==> config.mk <==
export PLATFORM = sky130hd
export DESIGN_NAME = uart_tx
export DESIGN_NICKNAME = d
export VERILOG_FILES = /design/src/hdl/soc_pkg.sv /design/src/hdl/uart_tx.sv
export SDC_FILE = /design/constraint.sdc
export NUM_CORES = 1
export LEC_CHECK = 0
export BUFFER_PORTS_ARGS = -buffer_cell sky130_fd_sc_hd__buf_2
export CAP_MARGIN = 10
export CORE_MARGIN = 5
export CORE_UTILIZATION = 53
export DETAILED_ROUTE_END_ITERATION = 8
export GPL_TIMING_DRIVEN = 0
export PLACE_DENSITY = 0.79
export SYNTH_ARGS = -nofsm -noshare
export SYNTH_HDL_FRONTEND = slang
export SYNTH_SLANG_ARGS = --single-unit
==> constraint.sdc <==
create_clock -name clk -period 1.81 [get_ports clk]
set_input_delay 0.0905 -clock clk [delete_from_list [all_inputs] [get_ports clk]]
set_output_delay 0.0905 -clock clk [all_outputs]
set_load 0.005 [all_outputs]
==> src/hdl/soc_pkg.sv <==
package soc_pkg;

  // Backing memory and cache geometry
  localparam int MEM_ADDR_WIDTH = 16;
  localparam int LINE_BYTES = 16;
  localparam int CACHE_LINES = 256;
  localparam int INDEX_WIDTH = 8;
  localparam int OFFSET_WIDTH = 4;
  localparam int TAG_WIDTH = MEM_ADDR_WIDTH - INDEX_WIDTH - OFFSET_WIDTH;
  localparam int WORD_SEL_WIDTH = OFFSET_WIDTH - 2;
  localparam int MEM_LINE_WIDTH = MEM_ADDR_WIDTH - OFFSET_WIDTH;
  localparam int MEM_LINES = 1 << MEM_LINE_WIDTH;

  // Address map
  localparam int IO_BASE_BIT = 31;
  localparam int IO_OFS_WIDTH = 4;
  localparam logic [IO_OFS_WIDTH-1:0] IO_LED_OFS = 4'h0;
  localparam logic [IO_OFS_WIDTH-1:0] IO_UART_DATA_OFS = 4'h4;
  localparam logic [IO_OFS_WIDTH-1:0] IO_UART_STAT_OFS = 4'h8;

  // Short UART bit time for simulation
  localparam int CLKS_PER_BIT = 8;
  localparam int BAUD_CNT_WIDTH = $clog2(CLKS_PER_BIT);
  localparam int UART_FRAME_BITS = 10;

  localparam logic [1:0] AXI_RESP_OKAY = 2'b00;

  typedef logic [31:0] word_t;
  typedef logic [31:0] addr_t;
  typedef logic [3:0] strb_t;
  typedef logic [LINE_BYTES*8-1:0] line_t;
  typedef logic [LINE_BYTES-1:0] line_strb_t;
  typedef logic [MEM_ADDR_WIDTH-1:0] mem_addr_t;
  typedef logic [TAG_WIDTH-1:0] tag_t;
  typedef logic [INDEX_WIDTH-1:0] index_t;
  typedef logic [WORD_SEL_WIDTH-1:0] word_sel_t;
  typedef logic [IO_OFS_WIDTH-1:0] io_ofs_t;

  typedef struct packed {
    addr_t addr;
    logic  we;
    strb_t wstrb;
    word_t wdata;
  } cpu_req_t;

  // Line-aligned byte address for AR and AW
  typedef struct packed {mem_addr_t addr;} axi_addr_t;

  typedef struct packed {
    line_t      data;
    line_strb_t strb;
  } axi_w_t;

  typedef struct packed {
    line_t      data;
    logic [1:0] resp;
  } axi_r_t;

  typedef struct packed {
    io_ofs_t ofs;
    logic    we;
    word_t   wdata;
    strb_t   wstrb;
  } io_req_t;

  typedef enum logic [2:0] {
    IDLE,
    LOOKUP,
    FILL_AR,
    FILL_R,
    WR_AW,
    WR_B,
    IO_REQ,
    IO_RSP
  } ctrl_state_t;

endpackage

==> src/hdl/uart_tx.sv <==
module uart_tx
  import soc_pkg::*;
(
  input  logic       clk,
  input  logic       rst,
  input  logic       tx_start,
  input  logic [7:0] tx_byte,
  output logic       tx_busy,
  output logic       uart_tx
);

  logic [BAUD_CNT_WIDTH-1:0]  baud_cnt_q;
  logic [3:0]                 bit_cnt_q;
  logic [UART_FRAME_BITS-1:0] shift_q;
  logic                       bit_done;

  assign bit_done = (baud_cnt_q == BAUD_CNT_WIDTH'(CLKS_PER_BIT - 1));

  // Line idles high between frames
  assign uart_tx = tx_busy ? shift_q[0] : 1'b1;

  always_ff @(posedge clk) begin
    if (rst) begin
      tx_busy    <= 1'b0;
      baud_cnt_q <= '0;
      bit_cnt_q  <= '0;
    end else if (!tx_busy) begin
      if (tx_start) begin
        tx_busy    <= 1'b1;
        baud_cnt_q <= '0;
        bit_cnt_q  <= '0;
      end
    end else if (bit_done) begin
      baud_cnt_q <= '0;
      if (bit_cnt_q == 4'(UART_FRAME_BITS - 1)) begin
        tx_busy <= 1'b0;
      end else begin
        bit_cnt_q <= bit_cnt_q + 4'd1;
      end
    end else begin
      baud_cnt_q <= baud_cnt_q + 1'b1;
    end
  end

  // Stop, data LSB first, start
  always_ff @(posedge clk) begin
    if (!tx_busy && tx_start) begin
      shift_q <= {1'b1, tx_byte, 1'b0};
    end else if (tx_busy && bit_done) begin
      shift_q <= {1'b1, shift_q[UART_FRAME_BITS-1:1]};
    end
  end

endmodule

* Word level (Yosys, flattened, before mapping)
Index checks and enable logic that the tools add are counted.
** Word-level totals
- Bits in registers :: 17
- Input port bits :: 11
- Output and inout bits :: 2
- Word-level logic and storage cells :: 31
** Cells by class
- $add $sub $neg :: 2
- Eq/ne operators :: 4
- Multiplexer cells :: 14
- Reduce and logical (&&, ||, !) cells :: 6
** Operator list (count)
- two-way mux 9 bit :: 2
- two-way mux 4 bit :: 4
- two-way mux 3 bit :: 3
- two-way mux 1 bit :: 5
- adder 4 x 1 -> 4 bit (second input constant) :: 1
- equality test 4 bit (second input constant) :: 1
- nonzero test 2 bit :: 2
- adder 3 x 1 -> 3 bit (second input constant) :: 1
- equality test 3 bit (second input constant) :: 1
- AND reduction 3 bit :: 1
- logical AND 1 bit :: 2
- != test 2 x 1 -> 1 bit (second input constant) :: 1
- != test 2 bit (second input constant) :: 1
- zero test 1 bit :: 1

* Longest topological paths before layout
- Word-level depth :: 4
- Mapped depth :: 6
- Mapped depth without buffers :: 5

* Worst setup path after synthesis
Ideal clock, no wire load.
- Kind :: register -> register
- Start point :: register, netlist name baud_cnt_q[0]
- End point :: register shift_q[2], data pin
- Setup time :: 0.256 ns
- Data arrival time :: 1.199 ns
- Required time :: 1.554 ns
- Path slack :: 0.355 ns
- Cell stages (with the launch flop) :: 6
- Buffers on the path :: 1
- Period minus slack after synthesis :: 1.455 ns
- Cell sequence :: dfxtp_1 ha_1 ha_1 and2_0 clkbuf_1 a22o_1
** RTL lines
- end signal, assigned :: line uart_tx.sv:48 : shift_q <= {1'b1, tx_byte, 1'b0};
- end signal, assigned :: line uart_tx.sv:50 : shift_q <= {1'b1, shift_q[UART_FRAME_BITS-1:1]};
- end, declared :: line uart_tx.sv:14 : logic [UART_FRAME_BITS-1:0] shift_q;

==> reports/metrics.cfg <==
[clocking]
clk_pin_slew_ns = 0.10
cts-root-buf = clkbuf_4
cts_setup_buffers = 0
clkSinkCount = 17
cts.hold.buffers_added = 0
clockBufferDepth = 2
cts_resized = 0
tritoncts = done
cts-buffers-inserted = 3
htreeDepth = 1
clk_latency_ns = 0.30

[detailed_routing]
via_per_inst = 6.08
via_count = 645
dr.pass1.iters = 4
drc = 0
routed_wl_um = 1750
postRouteAntennaNets = 0
drtIter0Drc = 24
drt-wirelength-per-cell_um = 16.5

[setup_path]
r2r_cells = 5
cp-start-kind = flip-flop
crit_path_end = shift_q[4]
required_ns = 1.86
slowest_stage = dfxtp_1
crit_family = adder cells
regToRegStartpoint = baud_cnt_q[0]
crit_path_start = baud_cnt_q[0]
reg2reg_slack_ns = 0.20
crit_path_end_kind = flip-flop
r2r_end = shift_q[4]
cp.depth = 5
crit_path_cell_trace = ha_1, ha_1, and2_0, clkbuf_1, a22o_1
crit_path_max_incr_delay_ns = 0.33
cp_max_fo = 6
crit_buf_inv = 1
crit_arrival_ns = 1.67
critPathKind = reg -> reg
crit_top_cell = ha_1

[layout]
final_cell_mix = 13 x buf_2, 9 x dfxtp_1, 8 x edfxtp_1
n_antenna_cell = 0
multi_input_area_um2 = 352
drive_gt1_share_pct = 20.0
nFillCells = 128
fin_nets = 107
synthToLayoutAreaGrowth_pct = 12.5
final_common_cell = buf_2
final_cells = 106
register_area_um2 = 420
final_core_util_pct = 62.1

[timing]
clock_skew_ns = 0.00897
period_share_pct = 89.2
max_freq_mhz = 619
fin_crit_ns = 1.61
grt_setup_unrepaired = false
worst_pin_slew_ns = 0.544
setup_viol = 0
hold_viol = 0
drv_slew = 0
relSlewSlack_pct = 63.6
timing.setup.tns_ns = 0
postLayoutSetupSlackWorst_ns = 0.195

[floorplan]
rows = 14
io_pins = 13
fp.dieW_um = 49.1
die-height_um = 49.1
start_util_pct = 55.2
die_area_um2 = 2410
core_um2 = 1470

[global_routing]
grt_pass1_wl_um = 2950
grt_max_degree = 11
globalRouteOverflowTotal = 0
antenna_found_initial = 0
grt_pass1_vias = 616
grt_usage_pct = 15.9

[pwr]
vdd_drop_max_uv = 411
p_leak_nw = 0.373
powerDensity_nw_per_um2 = 758

[synthesis]
syn_inst = 75
synth_cell_type_count = 29
synth.yosys.warnings = 0
avgSynthCellArea_um2 = 10.8
syn_area_um2 = 812
synthesis.nets = 91
yosysSeqAreaShare_pct = 51.8
ys_seq_elements = 17

[hold_path]
hold_class = in -> reg

[placed_design]
port_buffers = 11
globalplace.congestion = 0.737
dpl.cell_count = 102
hpwl_um = 1310
post-place-ws_ns = 0.186

[flow_run]
drv_cap = 0

[outcome]
outcome = complete, no violations

metal layers:
| layer | track usage [%] | share of wire, % | vias to the layer above | wire length [um] |
|---|---|---|---|---|
| li1 | - | - | 311 | - |
| met1 | 20.7 | 41 | 302 | 716 |
| met2 | 25.3 | 49 | 25 | 858 |
| met3 | 3.98 | 6.8 | 7 | 119 |
| met4 | 5.38 | 3.2 | 0 | 56 |
| met5 | 0 | 0 | - | 0 |
kinds of logic (layout without fill, tap and decap cells):
logic type      Yosys count  after routing  synth area share, %
simple gates             25             25                 16.6
compound gates           20             20                 19.0
flops                    17             17                 51.8
buf+inv                   8             23                 4.93
fa+ha+maj                 5              5                 7.70
Yosys cell counts:
cell	number	area (um2)
a21o_1	1	7.51
or3_1	3	18.8
or3b_1	1	8.76
a32o_1	4	40.0
a21oi_1	4	20.0
o211ai_1	3	22.5
buf_6	1	11.3
nor3b_1	2	15.0
buf_2	2	10.0
and2_0	1	6.26
and3b_1	1	8.76
o32a_1	1	10.0
nor2_1	5	18.8
a211oi_1	1	7.51
a21oi_2	1	8.76
nand3_1	3	15.0
a22o_1	3	26.3
dfxtp_1	9	180
clkbuf_1	1	3.75
nand2_1	5	18.8
a31oi_1	1	6.26
nor2b_1	1	6.26
inv_1	3	11.3
nand2b_1	2	12.5
o21ai_1	1	5.00
nand4_1	1	6.26
buf_1	1	3.75
ha_1	5	62.6
edfxtp_1	8	240
per-stage QoR:
stage / area, um2 / hold slack [ns] / power, mW
6_report: 913 / 0.0793 / 0.692
5_1_grt: 913 / 0.0831 / 0.723
4_1_cts: 913 / 0.0875 / 0.693
3_5_place_dp: 887 / 0.389 / 0.495
3_3_place_gp: 887 / 0.366 / 0.491
2_1_floorplan: 812 / 0.277 / 0.469
flip-flops by register name, indices dropped and copies added, names as in the netlist:
signal / flops
bit_cnt_q: 4
shift_q: 9
tx_busy: 1
baud_cnt_q: 3
worst min path at each step:
| stage | to | cells past startpoint | slack [ns] | from |
|---|---|---|---|---|
| finish | shift_q[8] | 2 | 0.08 | tx_byte[7] |
| global route | shift_q[8] | 2 | 0.08 | tx_byte[7] |
| CTS | shift_q[7] | 2 | 0.09 | tx_byte[6] |
| detailed placement | shift_q[7] | 2 | 0.39 | tx_byte[6] |
| global placement | shift_q[8] | 2 | 0.37 | tx_byte[7] |
| floorplan | shift_q[8] | 1 | 0.28 | tx_byte[7] |
area by class of cell:
type	count	area share, %
buffer	5	3.15
clock buffer	4	2.88
timing repair buffer	11	6.03
inverter	3	1.23
tap	16	2.19
sequential	17	46.0
multi-input combinational	50	38.5
power by group:
part	switching (mW)	internal (mW)	total, mW	leakage, nW
sequential	0.00554	0.419	0.425	0.151
clock	0.120	0.0860	0.206	0.0150
combinational	0.0360	0.0258	0.0619	0.207
total	0.161	0.531	0.692	0.373
No activity file was read; power rests on OpenSTA's default activity.
