### config.mk
export PLATFORM = sky130hd
export DESIGN_NAME = io_reg_bank
export DESIGN_NICKNAME = d
export VERILOG_FILES = /design/src/hdl/soc_pkg.sv /design/src/hdl/io_reg_bank.sv
export SDC_FILE = /design/constraint.sdc
export NUM_CORES = 1
export LEC_CHECK = 0
export BUFFER_PORTS_ARGS = -buffer_cell sky130_fd_sc_hd__clkbuf_2
export CORE_AREA = 3 3 62 50
export DETAILED_ROUTE_END_ITERATION = 10
export DIE_AREA = 0 0 65 53
export PLACE_DENSITY = 0.81
export SYNTH_ARGS = -nofsm -noshare
export SYNTH_HDL_FRONTEND = slang
export SYNTH_SLANG_ARGS = --single-unit
### constraint.sdc
create_clock -name clk -period 3.27 [get_ports clk]
set_input_delay 0.327 -clock clk [delete_from_list [all_inputs] [get_ports clk]]
set_output_delay 0.327 -clock clk [all_outputs]
set_load 0.01 [all_outputs]
### src/hdl/soc_pkg.sv
package soc_pkg;

  // Backing memory and cache geometry
  localparam int MEM_ADDR_WIDTH = 16;
  localparam int LINE_BYTES = 16;
  localparam int CACHE_LINES = 256;
  localparam int INDEX_WIDTH = 8;
  localparam int OFFSET_WIDTH = 4;
  localparam int TAG_WIDTH = MEM_ADDR_WIDTH - INDEX_WIDTH - OFFSET_WIDTH;
  localparam int WORD_SEL_WIDTH = OFFSET_WIDTH - 2;
  localparam int MEM_LINE_WIDTH = MEM_ADDR_WIDTH - OFFSET_WIDTH;
  localparam int MEM_LINES = 1 << MEM_LINE_WIDTH;

  // Address map
  localparam int IO_BASE_BIT = 31;
  localparam int IO_OFS_WIDTH = 4;
  localparam logic [IO_OFS_WIDTH-1:0] IO_LED_OFS = 4'h0;
  localparam logic [IO_OFS_WIDTH-1:0] IO_UART_DATA_OFS = 4'h4;
  localparam logic [IO_OFS_WIDTH-1:0] IO_UART_STAT_OFS = 4'h8;

  // Short UART bit time for simulation
  localparam int CLKS_PER_BIT = 8;
  localparam int BAUD_CNT_WIDTH = $clog2(CLKS_PER_BIT);
  localparam int UART_FRAME_BITS = 10;

  localparam logic [1:0] AXI_RESP_OKAY = 2'b00;

  typedef logic [31:0] word_t;
  typedef logic [31:0] addr_t;
  typedef logic [3:0] strb_t;
  typedef logic [LINE_BYTES*8-1:0] line_t;
  typedef logic [LINE_BYTES-1:0] line_strb_t;
  typedef logic [MEM_ADDR_WIDTH-1:0] mem_addr_t;
  typedef logic [TAG_WIDTH-1:0] tag_t;
  typedef logic [INDEX_WIDTH-1:0] index_t;
  typedef logic [WORD_SEL_WIDTH-1:0] word_sel_t;
  typedef logic [IO_OFS_WIDTH-1:0] io_ofs_t;

  typedef struct packed {
    addr_t addr;
    logic  we;
    strb_t wstrb;
    word_t wdata;
  } cpu_req_t;

  // Line-aligned byte address for AR and AW
  typedef struct packed {mem_addr_t addr;} axi_addr_t;

  typedef struct packed {
    line_t      data;
    line_strb_t strb;
  } axi_w_t;

  typedef struct packed {
    line_t      data;
    logic [1:0] resp;
  } axi_r_t;

  typedef struct packed {
    io_ofs_t ofs;
    logic    we;
    word_t   wdata;
    strb_t   wstrb;
  } io_req_t;

  typedef enum logic [2:0] {
    IDLE,
    LOOKUP,
    FILL_AR,
    FILL_R,
    WR_AW,
    WR_B,
    IO_REQ,
    IO_RSP
  } ctrl_state_t;

endpackage

### src/hdl/io_reg_bank.sv
module io_reg_bank
  import soc_pkg::*;
(
  input  logic       clk,
  input  logic       rst,
  input  logic       io_valid,
  output logic       io_ready,
  input  io_req_t    io_req,
  output logic       io_rsp_valid,
  output word_t      io_rdata,
  output logic [3:0] led,
  output logic       tx_start,
  output logic [7:0] tx_byte,
  input  logic       tx_busy
);

  logic uart_busy;
  logic uart_wr;
  logic io_fire;

  // Busy covers the start pulse too, before the serializer raises tx_busy
  assign uart_busy = tx_busy || tx_start;
  assign uart_wr = io_req.we && (io_req.ofs == IO_UART_DATA_OFS);
  assign io_ready = !(uart_wr && uart_busy);
  assign io_fire = io_valid && io_ready;

  always_ff @(posedge clk) begin
    if (rst) begin
      led          <= '0;
      tx_start     <= 1'b0;
      io_rsp_valid <= 1'b0;
    end else begin
      io_rsp_valid <= io_fire;
      tx_start     <= io_fire && uart_wr && io_req.wstrb[0];
      if (io_fire && io_req.we && (io_req.ofs == IO_LED_OFS) && io_req.wstrb[0]) begin
        led <= io_req.wdata[3:0];
      end
    end
  end

  always_ff @(posedge clk) begin
    if (io_fire && uart_wr) begin
      tx_byte <= io_req.wdata[7:0];
    end
    if (io_fire) begin
      io_rdata <= '0;
      if (!io_req.we) begin
        case (io_req.ofs)
          IO_LED_OFS: io_rdata <= {28'b0, led};
          IO_UART_STAT_OFS: io_rdata <= {31'b0, uart_busy};
          default: io_rdata <= '0;
        endcase
      end
    end
  end

endmodule

; Word level (Yosys, flattened, before mapping)
; Index checks and enable logic that the tools add are counted.
[classes]
eq_ne = 2
mux = 1
reduce_logical = 11
[op_table]
columns = op, n
row1 = logical AND 1 bit, 8
row2 = case mux 4 bit (2 select lines), 1
row3 = == test 4 x 3 -> 1 bit (second input constant), 1
row4 = == test 4 bit (second input constant), 1
row5 = zero test 4 bit, 1
row6 = zero test 1 bit, 1
row7 = logical OR 1 bit, 1
[word_totals]
regBits = 46
inputBits = 45
output_inout_bits = 47
word_cells = 19

; Longest topological paths before layout
[depth]
word_depth = 8
depth_mapped = 3
depth_no_buf = 3

; Worst setup path before layout
; Ideal clock, no wire load.
[synth_timing]
kind = input to register
from = input io_req[38] (netlist name)
to = register led[0]
setup_time_ns = 0.072
arrival_time_ns = 1.311
t_required_ns = 3.198
setup_slack_ns = 1.887
path_stages = 3
path_buffers = 0
path_cell_list = or3_4 > nor4b_4 > mux2i_1
[synth_between]
elab_chain_cells = 8
word_cells_on_any_way = 9
cone_classes = eq/ne (1) / reduce/logical (8)
[synth_rtl]
columns = element, line_no
row1 = "start, declared", io_reg_bank.sv:8  ; input io_req_t io_req,
row2 = == test 4 x 3 -> 1 bit, io_reg_bank.sv:23  ; assign uart_wr = io_req.we && (io_req.ofs == IO_UART_DATA_OFS);
row3 = logical AND 1 bit, io_reg_bank.sv:23
row4 = logical AND 1 bit, io_reg_bank.sv:24  ; assign io_ready = !(uart_wr && uart_busy);
row5 = zero test 1 bit, io_reg_bank.sv:24
row6 = logical AND 1 bit, io_reg_bank.sv:25  ; assign io_fire = io_valid && io_ready;
row7 = logical AND 1 bit, io_reg_bank.sv:35  ; if (io_fire && io_req.we && (io_req.ofs == IO_LED_OFS) && io_req.wstrb[0]) begin
row8 = logical AND 1 bit * (2 in series), io_reg_bank.sv:35
row9 = "end signal, assigned", io_reg_bank.sv:36  ; led <= io_req.wdata[3:0];
row10 = "end, declared", io_reg_bank.sv:11  ; output logic [3:0] led,
; Every way passes the cells marked *; elsewhere a longest branch is shown, timed or not.
; A chain may end at the register's enable or synchronous reset.

; Worst setup path after layout
[layout_timing]
from = register tx_start
to = register tx_byte[1] (enable)
[layout_between]
elab_chain_cells = 5
[layout_rtl]
columns = element, line_no
row1 = "start, declared", io_reg_bank.sv:12  ; output logic tx_start,
row2 = "start signal, assigned", io_reg_bank.sv:34  ; tx_start <= io_fire && uart_wr && io_req.wstrb[0];
row3 = logical OR 1 bit, io_reg_bank.sv:22  ; assign uart_busy = tx_busy || tx_start;
row4 = logical AND 1 bit, io_reg_bank.sv:24
row5 = zero test 1 bit, io_reg_bank.sv:24
row6 = logical AND 1 bit, io_reg_bank.sv:25
row7 = logical AND 1 bit, io_reg_bank.sv:42  ; if (io_fire && uart_wr) begin
row8 = "end signal, assigned", io_reg_bank.sv:43  ; tx_byte <= io_req.wdata[7:0];
row9 = "end, declared", io_reg_bank.sv:13  ; output logic [7:0] tx_byte,
; No other way between the ends.

==> impl_results.md <==
* Run status: finished, final reports clean
* Register bit count reported by yosys at 18
* CTS Buf Count at 3
* Area contributors post-synth: edfxtp_1 (38%), buf_4 (23%), dfxtp_1 (13%), or2b_2 (6.5%), mux2i_1 (4.3%)
* Fillcell total at 246
* Period utilisation layout at 46.4%
* Count of cell types in the netlist at 19
* Post-CTS setup buffer count at 0
* Worst setup SP type: flip-flop
* Sequential cell area at 480 sq um
* Unrepaired setup endpoints after global routing: no
* CP top delay family: simple AND/OR/NAND/NOR gates
* Final WS setup at 1.75 ns
* Max IR drop VDD at 0.000125 V
* CP max FO at 8
* Worst R2R Start: tx_start
* Ys async rst share at 0%
* CTS Sinks at 18
* Area of the multi-input gates at 339 sq um
* Root Buffer: clkbuf_4
* Die height at 53 um
* H-tree depth at 1
* Post-synth top area cell: edfxtp_1
* Fmax at 0.660 GHz
* First-pass detailed-route iteration total at 2
* CTS tree: done
* LEAKAGE at 0.494 nW
* GPL Wtd Cong at 0.699
* DPL Wire Length at 1350 um
* Endpoint class of the critical path: flip-flop
* Diode count at 0
* Share of layout cells above drive strength 1 at 41.0%
* Seq/Total Area, Yosys at 51.1%
* Count of final hold-check violations at 0
* Main synth FF type: edfxtp_1
* Layout area overhead at 14.4%
* Initial antenna violation count at 0
* Total number of vias at 612
* Hold Path Origin: io_req[10]
* DR iter-0 viols at 24
* Hold slack at 0.221 ns
* Vias in the first global route at 511
* Cell mode on critical path: nor2_1
* First-pass GRT wire length at 2210 um
* Syn avg cell area at 11.9 sq um
* Nets@finish at 163
* Number of synthesized flops with an enable pin at 12
* Synth Warn # at 0
* Max-Slew Margin vs Limit at 54.8%
* Max cap viols at 0
* CP cell instances: nor2_1 > nand4_1 > nor2_1
* Core area at 2540 sq um
* Min-delay worst type: primary input to flip-flop
* Setup Skew at 0.00129 ns
* Die ar. at 3450 sq um
* Pwr dens at 370 nW/um^2
* GRT overflow at 0
* # rows at 16
* WP buf/inv at 0
* Gr usage total at 8.85%
* Detailed Route WL at 1600 um
* Actual slew at the worst max-slew pin at 0.676 ns
* Initial core utilization at 37.0%
* Max-slew violations at 0
* Synth top cells by count: buf_4 (29), edfxtp_1 (12), or2b_2 (7)
* PortBufs at 36
* Crit path required time at 3.19 ns
* Wirelength per Cell at 10.4 um
* Top cell type's share of synthesized area at 38.3%
* Vias per cell at 4.00
* Hold EP: tx_byte[6]
* Period minus WS final at 1.52 ns
* Setup TNS Final at 0 ns
* Mapped Cells at 79
* Clock Pin Slew Worst Setup and Hold Paths at 0.09 ns
* Reg-to-reg critical path endpoint: tx_byte[1]
* ANT nets after route at 0
* Top-count cell post-synth: buf_4
* Reg2reg setup slack at 1.75 ns
* Crit Path Class: flip-flop to flip-flop
* Synthesized area at 940 sq um
* Worst-skew pair later-pin latency at 0.28 ns
* CP peak stage delay at 0.54 ns
* Worst R2R Path Depth at 3
* WP data arrival at 1.44 ns
* Top Ports at 92
* CTS Buffer Depth at 2
* # setup viols final at 0
* Hold path depth at 1
* Number of remaining DRC errors at 0
* Die X at 65 um
* Pre-CTS setup slack at 1.56 ns
* Hold-fix buffers, CTS at 0
* CTS resizes at 0
* Slowest-stage cell, CP: nor2_1
* Pin count of the biggest net entering global routing at 11
through the flow:
stage          utilization [%]  instance area, sq um  instances  power (W)
5_1_grt                   42.3                  1070        153   0.000417
3_5_place_dp              41.2                  1050        149   0.000297
3_3_place_gp              41.2                  1050        149   0.000295
2_1_floorplan                -                  1040        106   0.000304
4_1_cts                   42.3                  1070        153   0.000402
6_report                  42.3                  1070        153   0.000398
cell families (layout without fill, tap and decap cells):
group,count (synthesis),in the layout,synth area share [%]
flip-flops,18,18,51.1
AO/OA/AOI/OAI,1,1,0.932
multiplexers,4,4,4.26
other,1,28,0.399
buffers and inverters,30,41,23.6
AND/OR/NAND/NOR,25,25,19.7
metal layers:
metal	GRT usage (%)	vias up	wire (um)
met5	0	-	0
met4	4.21	0	21
met3	3.18	4	282
met2	16.5	53	739
met1	8.84	271	552
li1	-	284	-
power breakdown:
part / internal, W / switching, W
clock network: 0.0000443 / 0.0000610
registers: 0.000246 / 0.00000109
logic: 0.0000150 / 0.0000307
sequential cells by signal, summed over array words and instances, names as in the netlist:
register,cells
io_rdata,4
io_rsp_valid,1
led,4
tx_byte,8
tx_start,1
cell usage in the layout, fill, tap and decap left out, drive strengths merged:
cell type,Yosys,routed
clkbuf,0,39
conb,1,28
edfxtp,12,12
or2b,7,7
dfxtp,6,6
and2,4,4
nor2,4,4
mux2i,4,4
nor3,2,2
or3,1,1
nor2b,1,1
nand4b,1,1
inv,1,1
nand4,1,1
nand2,1,1
nor4b,1,1
nor3b,1,1
a2111oi,1,1
nand2b,1,1
clkinv,0,1
layout make-up:
cell class                 instances  share of cell area [%]
multi-input combinational         58                    31.5
inverter                           1                   0.349
clock inverter                     1                   0.349
tap                               36                    4.19
sequential                        18                    44.7
clock buffer                       3                    2.10
timing repair buffer              36                    16.8
how the worst max path moves through the flow:
stage                from  depth (start not counted)          to
6_report         tx_start                          3  tx_byte[1]
3_3_place_gp   io_req[40]                          4  tx_byte[1]
4_1_cts          tx_start                          3  tx_byte[1]
3_5_place_dp   io_req[40]                          4  tx_byte[3]
2_1_floorplan  io_req[38]                          3      led[0]
5_1_grt          tx_start                          3  tx_byte[1]
Power figures use the tool's default switching activity.
