--- config.mk ---
export PLATFORM = sky130hd
export DESIGN_NAME = soc_bus_ctrl
export DESIGN_NICKNAME = d
export VERILOG_FILES = /design/src/hdl/soc_pkg.sv /design/src/hdl/soc_bus_ctrl.sv
export SDC_FILE = /design/constraint.sdc
export NUM_CORES = 1
export LEC_CHECK = 0
export BUFFER_PORTS_ARGS = -buffer_cell sky130_fd_sc_hd__buf_4
export CELL_PAD_IN_SITES_DETAIL_PLACEMENT = 2
export CELL_PAD_IN_SITES_GLOBAL_PLACEMENT = 2
export CORE_AREA = 2 2 303 305
export DETAILED_ROUTE_END_ITERATION = 10
export DIE_AREA = 0 0 305 307
export HOLD_SLACK_MARGIN = 0.15
export PLACE_DENSITY = 0.6
export SYNTH_ARGS = -nofsm -noshare
export SYNTH_HDL_FRONTEND = slang
export SYNTH_SLANG_ARGS = --single-unit
--- constraint.sdc ---
create_clock -name clk -period 2.9 [get_ports clk]
set_input_delay 0.29 -clock clk [delete_from_list [all_inputs] [get_ports clk]]
set_output_delay 0.29 -clock clk [all_outputs]
set_load 0.05 [all_outputs]
--- src/hdl/soc_pkg.sv ---
package soc_pkg;

  // Backing memory and cache geometry
  localparam int MEM_ADDR_WIDTH = 16;
  localparam int LINE_BYTES = 16;
  localparam int CACHE_LINES = 256;
  localparam int INDEX_WIDTH = 8;
  localparam int OFFSET_WIDTH = 4;
  localparam int TAG_WIDTH = MEM_ADDR_WIDTH - INDEX_WIDTH - OFFSET_WIDTH;
  localparam int WORD_SEL_WIDTH = OFFSET_WIDTH - 2;
  localparam int MEM_LINE_WIDTH = MEM_ADDR_WIDTH - OFFSET_WIDTH;
  localparam int MEM_LINES = 1 << MEM_LINE_WIDTH;

  // Address map
  localparam int IO_BASE_BIT = 31;
  localparam int IO_OFS_WIDTH = 4;
  localparam logic [IO_OFS_WIDTH-1:0] IO_LED_OFS = 4'h0;
  localparam logic [IO_OFS_WIDTH-1:0] IO_UART_DATA_OFS = 4'h4;
  localparam logic [IO_OFS_WIDTH-1:0] IO_UART_STAT_OFS = 4'h8;

  // Short UART bit time for simulation
  localparam int CLKS_PER_BIT = 8;
  localparam int BAUD_CNT_WIDTH = $clog2(CLKS_PER_BIT);
  localparam int UART_FRAME_BITS = 10;

  localparam logic [1:0] AXI_RESP_OKAY = 2'b00;

  typedef logic [31:0] word_t;
  typedef logic [31:0] addr_t;
  typedef logic [3:0] strb_t;
  typedef logic [LINE_BYTES*8-1:0] line_t;
  typedef logic [LINE_BYTES-1:0] line_strb_t;
  typedef logic [MEM_ADDR_WIDTH-1:0] mem_addr_t;
  typedef logic [TAG_WIDTH-1:0] tag_t;
  typedef logic [INDEX_WIDTH-1:0] index_t;
  typedef logic [WORD_SEL_WIDTH-1:0] word_sel_t;
  typedef logic [IO_OFS_WIDTH-1:0] io_ofs_t;

  typedef struct packed {
    addr_t addr;
    logic  we;
    strb_t wstrb;
    word_t wdata;
  } cpu_req_t;

  // Line-aligned byte address for AR and AW
  typedef struct packed {mem_addr_t addr;} axi_addr_t;

  typedef struct packed {
    line_t      data;
    line_strb_t strb;
  } axi_w_t;

  typedef struct packed {
    line_t      data;
    logic [1:0] resp;
  } axi_r_t;

  typedef struct packed {
    io_ofs_t ofs;
    logic    we;
    word_t   wdata;
    strb_t   wstrb;
  } io_req_t;

  typedef enum logic [2:0] {
    IDLE,
    LOOKUP,
    FILL_AR,
    FILL_R,
    WR_AW,
    WR_B,
    IO_REQ,
    IO_RSP
  } ctrl_state_t;

endpackage

--- src/hdl/soc_bus_ctrl.sv ---
module soc_bus_ctrl
  import soc_pkg::*;
(
  input  logic      clk,
  input  logic      rst,
  input  logic      cpu_req_valid,
  output logic      cpu_req_ready,
  input  cpu_req_t  cpu_req,
  output logic      cpu_rsp_valid,
  output word_t     cpu_rsp_rdata,
  output index_t    rd_index,
  input  logic      rd_valid,
  input  tag_t      rd_tag,
  input  line_t     rd_line,
  output logic      wr_en,
  output index_t    wr_index,
  output tag_t      wr_tag,
  output line_t     wr_line,
  output logic      ar_valid,
  input  logic      ar_ready,
  output axi_addr_t ar,
  input  logic      r_valid,
  output logic      r_ready,
  input  axi_r_t    r,
  output logic      aw_valid,
  input  logic      aw_ready,
  output axi_addr_t aw,
  output logic      w_valid,
  input  logic      w_ready,
  output axi_w_t    w,
  input  logic      b_valid,
  output logic      b_ready,
  output logic      io_valid,
  input  logic      io_ready,
  output io_req_t   io_req,
  input  logic      io_rsp_valid,
  input  word_t     io_rdata
);

  ctrl_state_t state_q;
  cpu_req_t    req_q;
  logic        aw_done_q;
  logic        w_done_q;
  logic        rsp_valid_q;
  word_t       rsp_rdata_q;

  tag_t        req_tag;
  index_t      req_index;
  word_sel_t   req_word;
  mem_addr_t   line_addr;
  logic        hit;
  logic        aw_fire;
  logic        w_fire;
  line_strb_t  line_strb;
  line_t       wr_data_line;
  line_t       merged_line;

  function automatic word_t line_word(line_t line, word_sel_t sel);
    return line[sel*32+:32];
  endfunction

  assign req_tag = req_q.addr[MEM_ADDR_WIDTH-1-:TAG_WIDTH];
  assign req_index = req_q.addr[OFFSET_WIDTH+:INDEX_WIDTH];
  assign req_word = req_q.addr[OFFSET_WIDTH-1:2];
  assign line_addr = {req_q.addr[MEM_ADDR_WIDTH-1:OFFSET_WIDTH], {OFFSET_WIDTH{1'b0}}};
  assign hit = rd_valid && (rd_tag == req_tag);

  assign cpu_req_ready = (state_q == IDLE);
  assign cpu_rsp_valid = rsp_valid_q;
  assign cpu_rsp_rdata = rsp_rdata_q;

  // Index the array straight from the request so tags are ready in LOOKUP
  assign rd_index = (state_q == IDLE) ? cpu_req.addr[OFFSET_WIDTH+:INDEX_WIDTH] : req_index;

  // Word write expanded to a full line with a shifted strobe
  assign line_strb = line_strb_t'(req_q.wstrb) << {req_word, 2'b00};
  assign wr_data_line = {(LINE_BYTES / 4) {req_q.wdata}};

  always_comb begin
    for (int i = 0; i < LINE_BYTES; i++) begin
      merged_line[i*8+:8] = line_strb[i] ? wr_data_line[i*8+:8] : rd_line[i*8+:8];
    end
  end

  // Fill on read miss, merge on write hit; write misses do not allocate
  assign wr_en = ((state_q == LOOKUP) && req_q.we && hit) || ((state_q == FILL_R) && r_valid);
  assign wr_index = req_index;
  assign wr_tag = req_tag;
  assign wr_line = (state_q == FILL_R) ? r.data : merged_line;

  assign ar_valid = (state_q == FILL_AR);
  assign ar = '{addr: line_addr};
  assign r_ready = (state_q == FILL_R);

  assign aw_valid = (state_q == WR_AW) && !aw_done_q;
  assign w_valid = (state_q == WR_AW) && !w_done_q;
  assign aw = '{addr: line_addr};
  assign w = '{data: wr_data_line, strb: line_strb};
  assign aw_fire = aw_valid && aw_ready;
  assign w_fire = w_valid && w_ready;
  assign b_ready = (state_q == WR_B);

  assign io_valid = (state_q == IO_REQ);
  assign io_req = '{
          ofs: req_q.addr[IO_OFS_WIDTH-1:0],
          we: req_q.we,
          wdata: req_q.wdata,
          wstrb: req_q.wstrb
      };

  always_ff @(posedge clk) begin
    if (rst) begin
      state_q     <= IDLE;
      aw_done_q   <= 1'b0;
      w_done_q    <= 1'b0;
      rsp_valid_q <= 1'b0;
    end else begin
      rsp_valid_q <= 1'b0;
      case (state_q)
        IDLE: begin
          if (cpu_req_valid) begin
            state_q <= cpu_req.addr[IO_BASE_BIT] ? IO_REQ : LOOKUP;
          end
        end
        LOOKUP: begin
          if (req_q.we) begin
            state_q <= WR_AW;
          end else if (hit) begin
            rsp_valid_q <= 1'b1;
            state_q     <= IDLE;
          end else begin
            state_q <= FILL_AR;
          end
        end
        FILL_AR: begin
          if (ar_ready) state_q <= FILL_R;
        end
        FILL_R: begin
          if (r_valid) begin
            rsp_valid_q <= 1'b1;
            state_q     <= IDLE;
          end
        end
        WR_AW: begin
          if ((aw_done_q || aw_fire) && (w_done_q || w_fire)) begin
            aw_done_q <= 1'b0;
            w_done_q  <= 1'b0;
            state_q   <= WR_B;
          end else begin
            aw_done_q <= aw_done_q || aw_fire;
            w_done_q  <= w_done_q || w_fire;
          end
        end
        WR_B: begin
          if (b_valid) begin
            rsp_valid_q <= 1'b1;
            state_q     <= IDLE;
          end
        end
        IO_REQ: begin
          if (io_ready) state_q <= IO_RSP;
        end
        IO_RSP: begin
          if (io_rsp_valid) begin
            rsp_valid_q <= 1'b1;
            state_q     <= IDLE;
          end
        end
        default: state_q <= IDLE;
      endcase
    end
  end

  always_ff @(posedge clk) begin
    if (cpu_req_valid && cpu_req_ready) begin
      req_q <= cpu_req;
    end
    case (state_q)
      LOOKUP: rsp_rdata_q <= line_word(rd_line, req_word);
      FILL_R: rsp_rdata_q <= line_word(r.data, req_word);
      WR_B: rsp_rdata_q <= '0;
      IO_RSP: rsp_rdata_q <= io_rdata;
      default: rsp_rdata_q <= rsp_rdata_q;
    endcase
  end

endmodule

# ---- Word level (Yosys, flattened, before mapping)
# Index checks and enable logic that the tools add are counted.
dict set report word_totals {
  regBits 91
  in_bits 374
  output_inout_bits 406
  elab_cells 83
}
dict set report classes {
  eq_ne 15
  shift 3
  muxes 38
  n_reduce_logical 18
}
# cell count
set op_table {}
lappend op_table {{$shiftx 128x8->32} 2}
lappend op_table {{$mux 8} 17}
lappend op_table {{$mux 128} 1}
lappend op_table {{$pmux 32 s4} 1}
lappend op_table {{$mux 3} 9}
lappend op_table {{$pmux 3 s8} 1}
lappend op_table {{$shl 4x4->16} 1}
lappend op_table {{$eq 3x3->1 const B} 4}
lappend op_table {{$logic_and 1x1->1} 10}
lappend op_table {{$ne 2x2->1 const B} 4}
lappend op_table {{$mux 1} 7}
lappend op_table {{$reduce_and 7->1} 1}
lappend op_table {{$eq 3x2->1 const B} 2}
lappend op_table {{$ne 2x1->1 const B} 3}
lappend op_table {{$eq 4x4->1} 1}
lappend op_table {{$pmux 1 s4} 1}
lappend op_table {{$reduce_bool 4->1} 1}
lappend op_table {{$eq 3x1->1 const B} 1}
lappend op_table {{$logic_not 3->1} 1}
lappend op_table {{$logic_or 1x1->1} 3}
lappend op_table {{$logic_not 1->1} 2}
lappend op_table {{$mux 2} 1}

# ---- Depth between registers and ports, before layout
# Gate-level depths: netlist of run 1.
dict set report depth {
  depth_word 7
  depth_mapped 9
  mapped_depth_nobuf 6
}

# ---- Worst setup path before layout of run 1
# Ideal clock, no wire load.
dict set report synth_timing {
  kind {reg2reg}
  startpoint {register state_q[0]}
  endpoint {register req_q, in the netlist ar[10], enable pin}
  setup_ns 0.416
  arrival_time_ns 2.897
  t_required_ns 2.484
  slack_ns -0.413
  path_stages_with_launch 6
  n_path_buf 3
  period_less_slack_ns 3.313
  cell_sequence {dfxtp_1 buf_6 clkbuf_1 nor3_1 clkbuf_1 and2_1}
}
dict set report synth_via {
  elab_chain_len 2
}
# item line
set synth_rtl {}
lappend synth_rtl {{from (decl)} soc_bus_ctrl.sv:40} ;# ctrl_state_t state_q;
lappend synth_rtl {{from (signal assigned)} soc_bus_ctrl.sv:122} ;# state_q <= cpu_req.addr[IO_BASE_BIT] ? IO_REQ : LOOKUP;
lappend synth_rtl {{$logic_not 3->1} soc_bus_ctrl.sv:68} ;# assign cpu_req_ready = (state_q == IDLE);
lappend synth_rtl {{net cpu_req_ready} soc_bus_ctrl.sv:7} ;# output logic cpu_req_ready,
lappend synth_rtl {{$logic_and 1x1->1} soc_bus_ctrl.sv:175} ;# if (cpu_req_valid && cpu_req_ready) begin
lappend synth_rtl {{to (signal assigned)} soc_bus_ctrl.sv:176} ;# req_q <= cpu_req;
lappend synth_rtl {{to (decl)} soc_bus_ctrl.sv:41} ;# cpu_req_t req_q;
# The timed path passes the listed nets, and every way through them passes these cells.
# A chain may end at the register's enable or synchronous reset.

# ---- Worst setup path after layout of run 1
dict set report layout_timing {
  startpoint {register state_q[0]}
  endpoint {output port wr_line[30]}
}
dict set report layout_via {
  elab_chain_len 2
}
# item line
set layout_rtl {}
lappend layout_rtl {{$eq 3x2->1} soc_bus_ctrl.sv:89} ;# assign wr_line = (state_q == FILL_R) ? r.data : merged_line;
lappend layout_rtl {{$mux 128} soc_bus_ctrl.sv:89}
lappend layout_rtl {{to (decl)} soc_bus_ctrl.sv:18} ;# output line_t wr_line,
# No other way between the ends.

==> results of run 1 <==
[routing by layer]
metal | GRT usage | routed length, um | up-vias
met2 | 0.273 | 37800 | 542
met5 | 0 | 0 | -
met4 | 0.0703 | 2940 | 0
met1 | 0.170 | 29400 | 5831
li1 | - | - | 5138
met3 | 0.0430 | 5210 | 81
[cells by family (layout without fill, tap and decap cells)]
group	after synthesis	count (layout)	synth area share
buffers and inverters	245	944	0.176
XOR/XNOR	1	1	0.000976
other	1	13	0.000418
AO/OA/AOI/OAI	185	185	0.136
multiplexers	74	74	0.173
AND/OR/NAND/NOR	497	497	0.217
flip-flops	91	91	0.298
[flip-flops by register name (all words and copies together) (netlist names)]
signal / flops
io_req: 41
cpu_rsp_rdata: 32
ar: 12
state_q: 3
aw_done_q: 1
cpu_rsp_valid: 1
w_done_q: 1
[worst reg2reg max path: stages, from the launching register on]
cell and delay (ns):
dfxtp_4 0.44, and2_4 0.21, nand2_8 0.07, inv_6 0.15
buf_4 0.36, mux4_2 0.63, a22oi_1 0.27, nand2_1 0.08
[final timing paths]
check	endpoint	slack (ns)	start
max	wr_line[30]	0.15	state_q[0]
min	cpu_rsp_rdata[11]	0.21	io_rdata[11]
max reg2reg	cpu_rsp_rdata[1]	0.45	state_q[0]
min reg2reg	cpu_rsp_valid	0.56	state_q[0]
[what timing repair did]
action	4_1_cts	5_1_grt
hold buffers	86	0
setup buffers	5	0
endpoints found under the hold margin	86	0
gates resized for setup	8	3
gates cloned	1	2
endpoints found under the setup margin	49	24
[cell usage after synthesis, types with 2 or more instances]
cell type,n
a21oi_1,8
a22oi_1,32
a31oi_1,130
and2_1,4
buf_1,6
buf_2,3
buf_4,160
buf_6,7
clkbuf_1,47
clkinv_1,16
dfxtp_1,6
edfxtp_1,85
inv_1,4
inv_2,2
mux2_2,8
mux2i_1,2
mux4_2,64
nand2_1,335
nand2b_1,3
nand3_1,4
nand4_1,2
nor2_1,131
nor2b_1,7
nor3_1,4
o21a_1,2
o21ai_0,2
o22ai_1,2
o311a_1,2
[stage by stage]
| step | power [uW] | hold slack [ns] | TNS [ns] | area, um2 |
|---|---|---|---|---|
| 3_3_place_gp | 14300 | 0.468 | 0 | 15800 |
| 3_5_place_dp | 14400 | 0.469 | 0 | 15800 |
| 5_1_grt | 16600 | 0.197 | -0.0000278 | 17200 |
| 2_1_floorplan | 10400 | 0.359 | 0 | 9600 |
| 4_1_cts | 16100 | 0.151 | 0 | 17100 |
| 6_report | 15900 | 0.210 | 0 | 17200 |
[final cells by class]
cell class	instances	area [um2]
antenna	5	12.5
clock buffer	10	229
clock inverter	6	90.1
fill	10508	73500
inverter	22	100
multi-input combinational	765	5390
sequential	91	2680
tap	1186	1480
timing repair buffer	906	7220
[placed cells by master (no fill, tap or decap), types with 3 or more instances in the layout]
master / count
a31oi_2: 96
mux2_2: 8
conb_1: 8
clkinv_1: 10
clkinvlp_4: 3
nand2_1: 335
diode_2: 5
dlygate4sd3_1: 86
nor2b_1: 6
dfxtp_1: 5
a31oi_1: 34
a22oi_1: 32
buf_12: 8
clkinv_2: 5
clkbuf_16: 11
nor2_1: 130
mux4_2: 64
nand3_1: 4
nor3_1: 3
nand2b_1: 3
a21oi_1: 7
edfxtp_1: 85
inv_1: 4
buf_4: 807
[power groups by stage]
| stage | registers, uW | logic, uW | clock network [uW] |
|---|---|---|---|
| floorplan | 3450 | 6910 | 0 |
| global placement | 2520 | 11800 | 0 |
| detailed placement | 2550 | 11800 | 0 |
| CTS | 2520 | 12000 | 1580 |
| global route | 2570 | 12400 | 1590 |
| finish | 2500 | 11900 | 1480 |
==> qor.csv, run 1 <==
stage,metric,value,unit
synthesis,predominant post-synthesis flop cell,edfxtp_1,
die,initial core utilization,0.0990,
power,sequential share of power,0.157,
die,Core Box Area,90700,um2
synthesis,number of synthesized flops with an enable pin,85,
global_route,first-pass GRT wire length,101000,um
power,Sw Ratio,0.608,
critical_path,WP buf/inv,4,
synthesis,Netlist cell types,44,
clock_tree,TritonCTS Buffers,9,
layout,NumNets Final,2169,
route,DR pass1 iterations,6,
place,RePlAce Congestion,0.871,
sta,Final setup viols,0,
sta,worst slew margin relative to its limit,0.331,
synthesis,"area leader, netlist",edfxtp_1,
route,total wire length,75300,um
clock_tree,Longest Clk Path Bufs,2,
critical_path,Setup CP Type,reg -> out,
die,Die ar.,93600,um2
critical_path,endpoint class of the critical path,primary output,
critical_path,critical path's most frequent cell,buf_4,
clock_tree,clk sinks,91,
power,peak supply drop,0.483,mV
clock_tree,Clock Latency Late Sink,0.42,ns
synthesis,ys async rst share,0,
sta,unrepaired setup endpoints after global routing,yes,
power,power per cell area,922,nW/um2
critical_path,WP data arrival,2.46,ns
flow_run,max cap viols,0,
sta,part of the cycle the worst path needs,0.948,
critical_path,Critical Path Stages,8,
die,row count,111,
worst_hold_path,hold path cells,3,
route,detailed-route DRC error count,0,
sta,worst slew pin tran,1.00,ns
layout,Area Overhead vs Synth,91.7,%
place,detailed-placement wirelength estimate,60200,um
global_route,Tot GR Track Use,0.154,
synthesis,"Avg Cell Area, Syn",8.20,um2
sta,Final WS setup,0.152,ns
global_route,vias in the first global route,12990,
layout,Finished Core Util,0.190,
place,placed insts,2876,
critical_path,Worst EP required,2.61,ns
power,power share of the clock group,0.093,
synthesis,Seq cells post-synth,91,
route,Antenna Violating Nets Remaining,0,
global_route,initial antenna violation count,5,
layout,"Cell Count, Final, Fillers Out",2991,
sta,fin. max-slew vios,0,
global_route,largest net degree at the start of global routing,100,
critical_path,Startpoint Class,flop,
worst_hold_path,worst hold-check path type,in -> reg,
synthesis,Synth Cell Area,8970,um2
synthesis,top cell type's share of synthesized area,0.284,
die,# IOs,780,
route,Routed wire per std cell,25.2,um
critical_path,FF-to-FF path depth,7,
synthesis,part of the Yosys area used for sequential elements,0.298,
synthesis,Post-Syn Instances,1094,
critical_path,Critical Path Max Stage Delay,0.40,ns
run_status,run status,"finished, final reports clean",
route,Via density,3.88,
sta,Tmin final,2.75,ns
route,drt initial violations,576,
place,Port-buffer cells,754,
route,via count,11592,
sta,skew final,0.0154,ns
synthesis,Yosys warning count,0,
layout,share of layout cells above drive strength 1,0.567,
power,Net Switching,9640,uW
clock_tree,clock-pin slew on the worst setup and hold paths,0.08,ns
synthesis,Synth area leaders,"edfxtp_1, mux4_2, nand2_1",
clock_tree,CTS root buffer,clkbuf_16,
critical_path,crit path max fanout,47,
clock_tree,CTS tree,yes,
sta,max frequency,364,MHz
critical_path,critical path cell sequence,"and2_4, nand2_8, buf_12, buf_16, buf_4, nor2_1, a31oi_1, buf_4",
die,die height,307,um
clock_tree,H-tree depth,3,
critical_path,slowest CP cell,dfxtp_4,
power,combinational power share,0.749,
power,Pint,6220,uW
critical_path,cell family with most CP delay,buffers and inverters,
power,static leakage,0.00741,uW
die,DIE WIDTH,305,um
place,pre-CTS setup slack,0.176,ns
global_route,GRT overflow,0,
sta,final hold viol count,0,
Power figures use the tool's default switching activity.
==> inputs of run 2 (changes only) <==
Settings changed: PLACE_DENSITY 0.6 to 0.48.
==> run 2 against run 1 <==
  * Final cell count fell by 0.53%
  * Routed wire length fell by 4.7%
  * Critical path depth fell by 1
  * Sequential cell count did not move
  * Combinational power barely moved
==> qor.csv, run 2 (synthesis results as in run 1) <==
stage,metric,value,unit
route,detailed-route DRC error count,0,
layout,NumNets Final,2156,
sta,final hold viol count,0,
global_route,GRT overflow,0,
global_route,first-pass GRT wire length,97200,um
critical_path,endpoint class of the critical path,primary output,
layout,Finished Core Util,0.188,
route,Via density,3.77,
sta,unrepaired setup endpoints after global routing,no,
route,Routed wire per std cell,24.1,um
sta,fin. max-slew vios,0,
global_route,Tot GR Track Use,0.147,
layout,design area,17000,um2
layout,"commonest non-fill, non-tap cell in the layout",buf_4,
power,power per cell area,916,nW/um2
sta,max frequency,359,MHz
route,via count,11205,
sta,Final setup viols,0,
die,Core Box Area,90700,um2
run_status,run status,"finished, final reports clean",
sta,part of the cycle the worst path needs,0.962,
sta,Total Neg Setup Slack,0,ns
sta,skew final,0.0236,ns
power,peak supply drop,0.553,mV
power,static leakage,0.00732,uW
critical_path,crit path max fanout,109,
place,RePlAce Congestion,0.785,
die,initial core utilization,0.0990,
layout,Area Overhead vs Synth,89.6,%
clock_tree,Longest Clk Path Bufs,2,
sta,Fin Hold WS,0.247,ns
route,drt initial violations,382,
clock_tree,clock-pin slew on the worst setup and hold paths,0.09,ns
global_route,largest net degree at the start of global routing,112,
layout,most frequent cells in the layout,"buf_4, nand2_1, nor2_1",
critical_path,Worst EP required,2.61,ns
place,Port-buffer cells,754,
clock_tree,H-tree depth,3,
layout,max reg flops,41,
die,DIE WIDTH,305,um
clock_tree,CTS root buffer,clkbuf_16,
die,Die ar.,93600,um2
sta,worst slew margin relative to its limit,0.411,
place,Post-Place Cell Area,15700,um2
die,# IOs,780,
die,row count,111,
global_route,vias in the first global route,12720,
critical_path,Startpoint Class,flop,
clock_tree,TritonCTS Buffers,9,
route,DR pass1 iterations,4,
critical_path,Setup CP Type,reg -> out,
critical_path,WP data arrival,2.50,ns
sta,Tmin final,2.79,ns
worst_hold_path,worst hold-check path type,in -> reg,
place,detailed-placement wirelength estimate,56600,um
clock_tree,Clock Latency Late Sink,0.43,ns
sta,worst slew pin tran,0.881,ns
route,Antenna Violating Nets Remaining,0,
route,total wire length,71800,um
clock_tree,CTS tree,yes,
die,die height,307,um
layout,share of layout cells above drive strength 1,0.561,
clock_tree,clk sinks,91,
flow_run,max cap viols,0,
global_route,initial antenna violation count,4,
## run 2: critical path, stage by stage, from the launching register on
cell and delay (ns):
dfxtp_4 0.36, and2_4 0.18, nand2_8 0.08, buf_6 0.27, buf_16 0.37, nor2_1 0.09, a31oi_1 0.29, buf_4 0.27
## run 2: final timing paths
check | end | cells after the start | startpoint | slack [ns]
setup / recovery | wr_line[19] | 7 | state_q[0] | 0.11
hold / removal | cpu_rsp_valid | 4 | rd_tag[2] | 0.25
setup reg to reg | state_q[0] | 6 | state_q[0] | 0.32
hold reg to reg | w_done_q | 2 | w_done_q | 0.59
## run 2: cell type report
| cell class | instances | area [um2] |
|---|---|---|
| fill | 10573 | 73700 |
| timing repair buffer | 893 | 7080 |
| multi-input combinational | 765 | 5380 |
| sequential | 91 | 2680 |
| tap | 1186 | 1480 |
| clock buffer | 9 | 225 |
| inverter | 22 | 97.6 |
| clock inverter | 7 | 67.6 |
| antenna | 2 | 5.00 |
## run 2: timing repair
action,4_1_cts,5_1_grt
buffers inserted,0,1
pin swaps,0,0
endpoints found under the hold margin,90,0
resized for setup,8,1
cloned,1,1
setup endpoints to repair,9,4
hold buffers,90,0
## run 2: power by group
part	internal (uW)	total [uW]	switching, uW	leakage [uW]
logic	3440	11700	8240	0.00633
clock network	612	1440	828	0.000142
registers	1960	2470	508	0.000849
total	6020	15600	9580	0.00732
## run 2: routing by layer
| layer | up-vias | part of all wire | GRT usage |
|---|---|---|---|
| li1 | 5111 | - | - |
| met1 | 5585 | 0.40 | 0.162 |
| met2 | 443 | 0.52 | 0.271 |
| met3 | 64 | 0.056 | 0.0351 |
| met4 | 2 | 0.025 | 0.0507 |
| met5 | - | 0.00014 | 0 |
## run 2: metrics by stage
stage / total power (uW) / instances / setup WS (ns)
floorplan: 10400 / 1101 / 0.0151
finish: 15600 / 2975 / 0.111
global placement: 14100 / 2864 / 0.327
global route: 16300 / 2973 / 0.0120
CTS: 15900 / 2971 / 0.000431
detailed placement: 14200 / 2864 / 0.312
==> inputs of run 3 (changes only) <==
Settings changed: RECOVER_POWER set to 25.
==> run 3 against run 2 <==
  * First-iteration DRC count rose by 3.1%
  * Largest cell class unchanged
  * Sequential share of layout area rose by 0.19 points
  * Non-clock buffer count did not move
  * Sequential cell count did not move
  * Critical path depth did not move
  * Worst hold slack got worse by 0.00051 ns
  * Global-route usage did not move
  * Maximum frequency rose by 0.24%
  * Worst setup slack improved by 0.0066 ns
==> qor.csv, run 3 (synthesis results as in run 1) <==
stage,metric,value,unit
run_status,run status,"finished, final reports clean",
global_route,GRT overflow,0,
clock_tree,H-tree depth,3,
sta,worst slew margin relative to its limit,0.411,
route,total wire length,71800,um
flow_run,max cap viols,0,
layout,register area,2670,um2
layout,max reg flops,41,
place,RePlAce Congestion,0.785,
clock_tree,Clock Latency Late Sink,0.43,ns
layout,share of layout cells above drive strength 1,0.527,
sta,Final WS setup,0.118,ns
global_route,Tot GR Track Use,0.147,
power,power per cell area,916,nW/um2
layout,"Cell Count, Final, Fillers Out",2976,
sta,fin. max-slew vios,0,
layout,area of the multi-input gates,5380,um2
die,Core Box Area,90700,um2
global_route,largest net degree at the start of global routing,112,
route,Antenna Violating Nets Remaining,0,
global_route,vias in the first global route,12720,
layout,"commonest non-fill, non-tap cell in the layout",buf_4,
layout,Area Overhead vs Synth,87.0,%
route,detailed-route DRC error count,0,
die,DIE WIDTH,305,um
layout,Layout fillers,10629,
critical_path,flop2flop setup slack,0.33,ns
power,peak supply drop,0.547,mV
global_route,first-pass GRT wire length,97200,um
worst_hold_path,worst hold-check path type,in -> reg,
sta,worst slew pin tran,0.888,ns
sta,Final setup viols,0,
global_route,initial antenna violation count,4,
place,Post-Place Cell Area,15700,um2
sta,unrepaired setup endpoints after global routing,no,
critical_path,Worst EP required,2.61,ns
place,placed insts,2864,
clock_tree,CTS tree,yes,
die,die height,307,um
die,# IOs,780,
clock_tree,Longest Clk Path Bufs,2,
die,row count,111,
sta,skew final,0.0250,ns
die,Die ar.,93600,um2
layout,design area,16800,um2
sta,part of the cycle the worst path needs,0.959,
place,pre-CTS setup slack,0.312,ns
critical_path,Startpoint Class,flop,
place,detailed-placement wirelength estimate,56600,um
sta,Tmin final,2.78,ns
layout,NumNets Final,2156,
layout,Finished Core Util,0.185,
power,static leakage,0.00709,uW
critical_path,endpoint class of the critical path,primary output,
critical_path,WP data arrival,2.49,ns
layout,most frequent cells in the layout,"buf_4, nand2_1, nor2_1",
clock_tree,CTS root buffer,clkbuf_16,
sta,Total Neg Setup Slack,0,ns
sta,max frequency,359,MHz
route,Routed wire per std cell,24.1,um
route,DR pass1 iterations,4,
place,Port-buffer cells,754,
critical_path,Setup CP Type,reg -> out,
clock_tree,clk sinks,91,
route,drt initial violations,394,
critical_path,slowest CP cell,buf_16,
sta,final hold viol count,0,
clock_tree,TritonCTS Buffers,9,
route,via count,11213,
route,Via density,3.77,
clock_tree,clock-pin slew on the worst setup and hold paths,0.09,ns
critical_path,Critical Path Max Stage Delay,0.36,ns
critical_path,crit path max fanout,109,
die,initial core utilization,0.0990,
critical_path,critical path cell sequence,"and2_4, nand2_8, buf_6, buf_16, nor2_1, a31oi_1, buf_4",
==> run 3: per-stage QoR <==
step           hold slack, ns  power (uW)
2_1_floorplan           0.359       10400
3_3_place_gp            0.468       14100
3_5_place_dp            0.470       14200
4_1_cts                 0.193       15900
5_1_grt                 0.264       16100
6_report                0.246       15400
==> run 3: final timing paths <==
path | startpoint | endpoint | cells past startpoint
worst max-delay path | state_q[0] | wr_line[19] | 7
worst min-delay path | rd_tag[2] | cpu_rsp_valid | 4
worst max register to register | state_q[0] | state_q[0] | 6
worst min register to register | w_done_q | w_done_q | 2
==> run 3: power by group <==
group	internal [uW]	switching, uW	leakage, uW
registers	1960	502	0.000848
logic	3240	8240	0.00610
clock network	612	827	0.000142
==> run 3: critical path, delay by kind of cell, from the launching register on <==
| kind | cells | cell delay, ns |
|---|---|---|
| flip-flops | 1 | 0.34 |
| AO/OA/AOI/OAI | 1 | 0.28 |
| AND/OR/NAND/NOR | 3 | 0.36 |
| buffers and inverters | 3 | 0.90 |
==> run 3: final cells by class <==
| type | count | share of cell area |
|---|---|---|
| flip-flops and latches | 91 | 0.159 |
| diodes | 3 | 0.000447 |
| well taps | 1186 | 0.0884 |
| inverters | 22 | 0.00581 |
| clock buffers | 9 | 0.0134 |
| clock inverters | 7 | 0.00403 |
| repair buffers | 893 | 0.408 |
| multi-input cells | 765 | 0.321 |
==> run 3: metal layers <==
layer,share of wire,vias up,track usage,wire length (um)
met4,0.025,2,0.0507,1820
met5,0.00014,-,0,10
met1,0.40,5595,0.162,28600
li1,-,5113,-,-
met3,0.055,62,0.0351,3980
met2,0.52,441,0.271,37400
==> run 3: repair_timing <==
| item | 4_1_cts | 5_1_grt |
|---|---|---|
| endpoints found under the hold margin | 90 | 0 |
| hold buffers | 90 | 0 |
| resized for setup | 8 | 1 |
| endpoints found under the setup margin | 9 | 4 |
| pin swaps | 0 | 0 |
| buffers inserted | 0 | 1 |
| gates cloned | 1 | 1 |
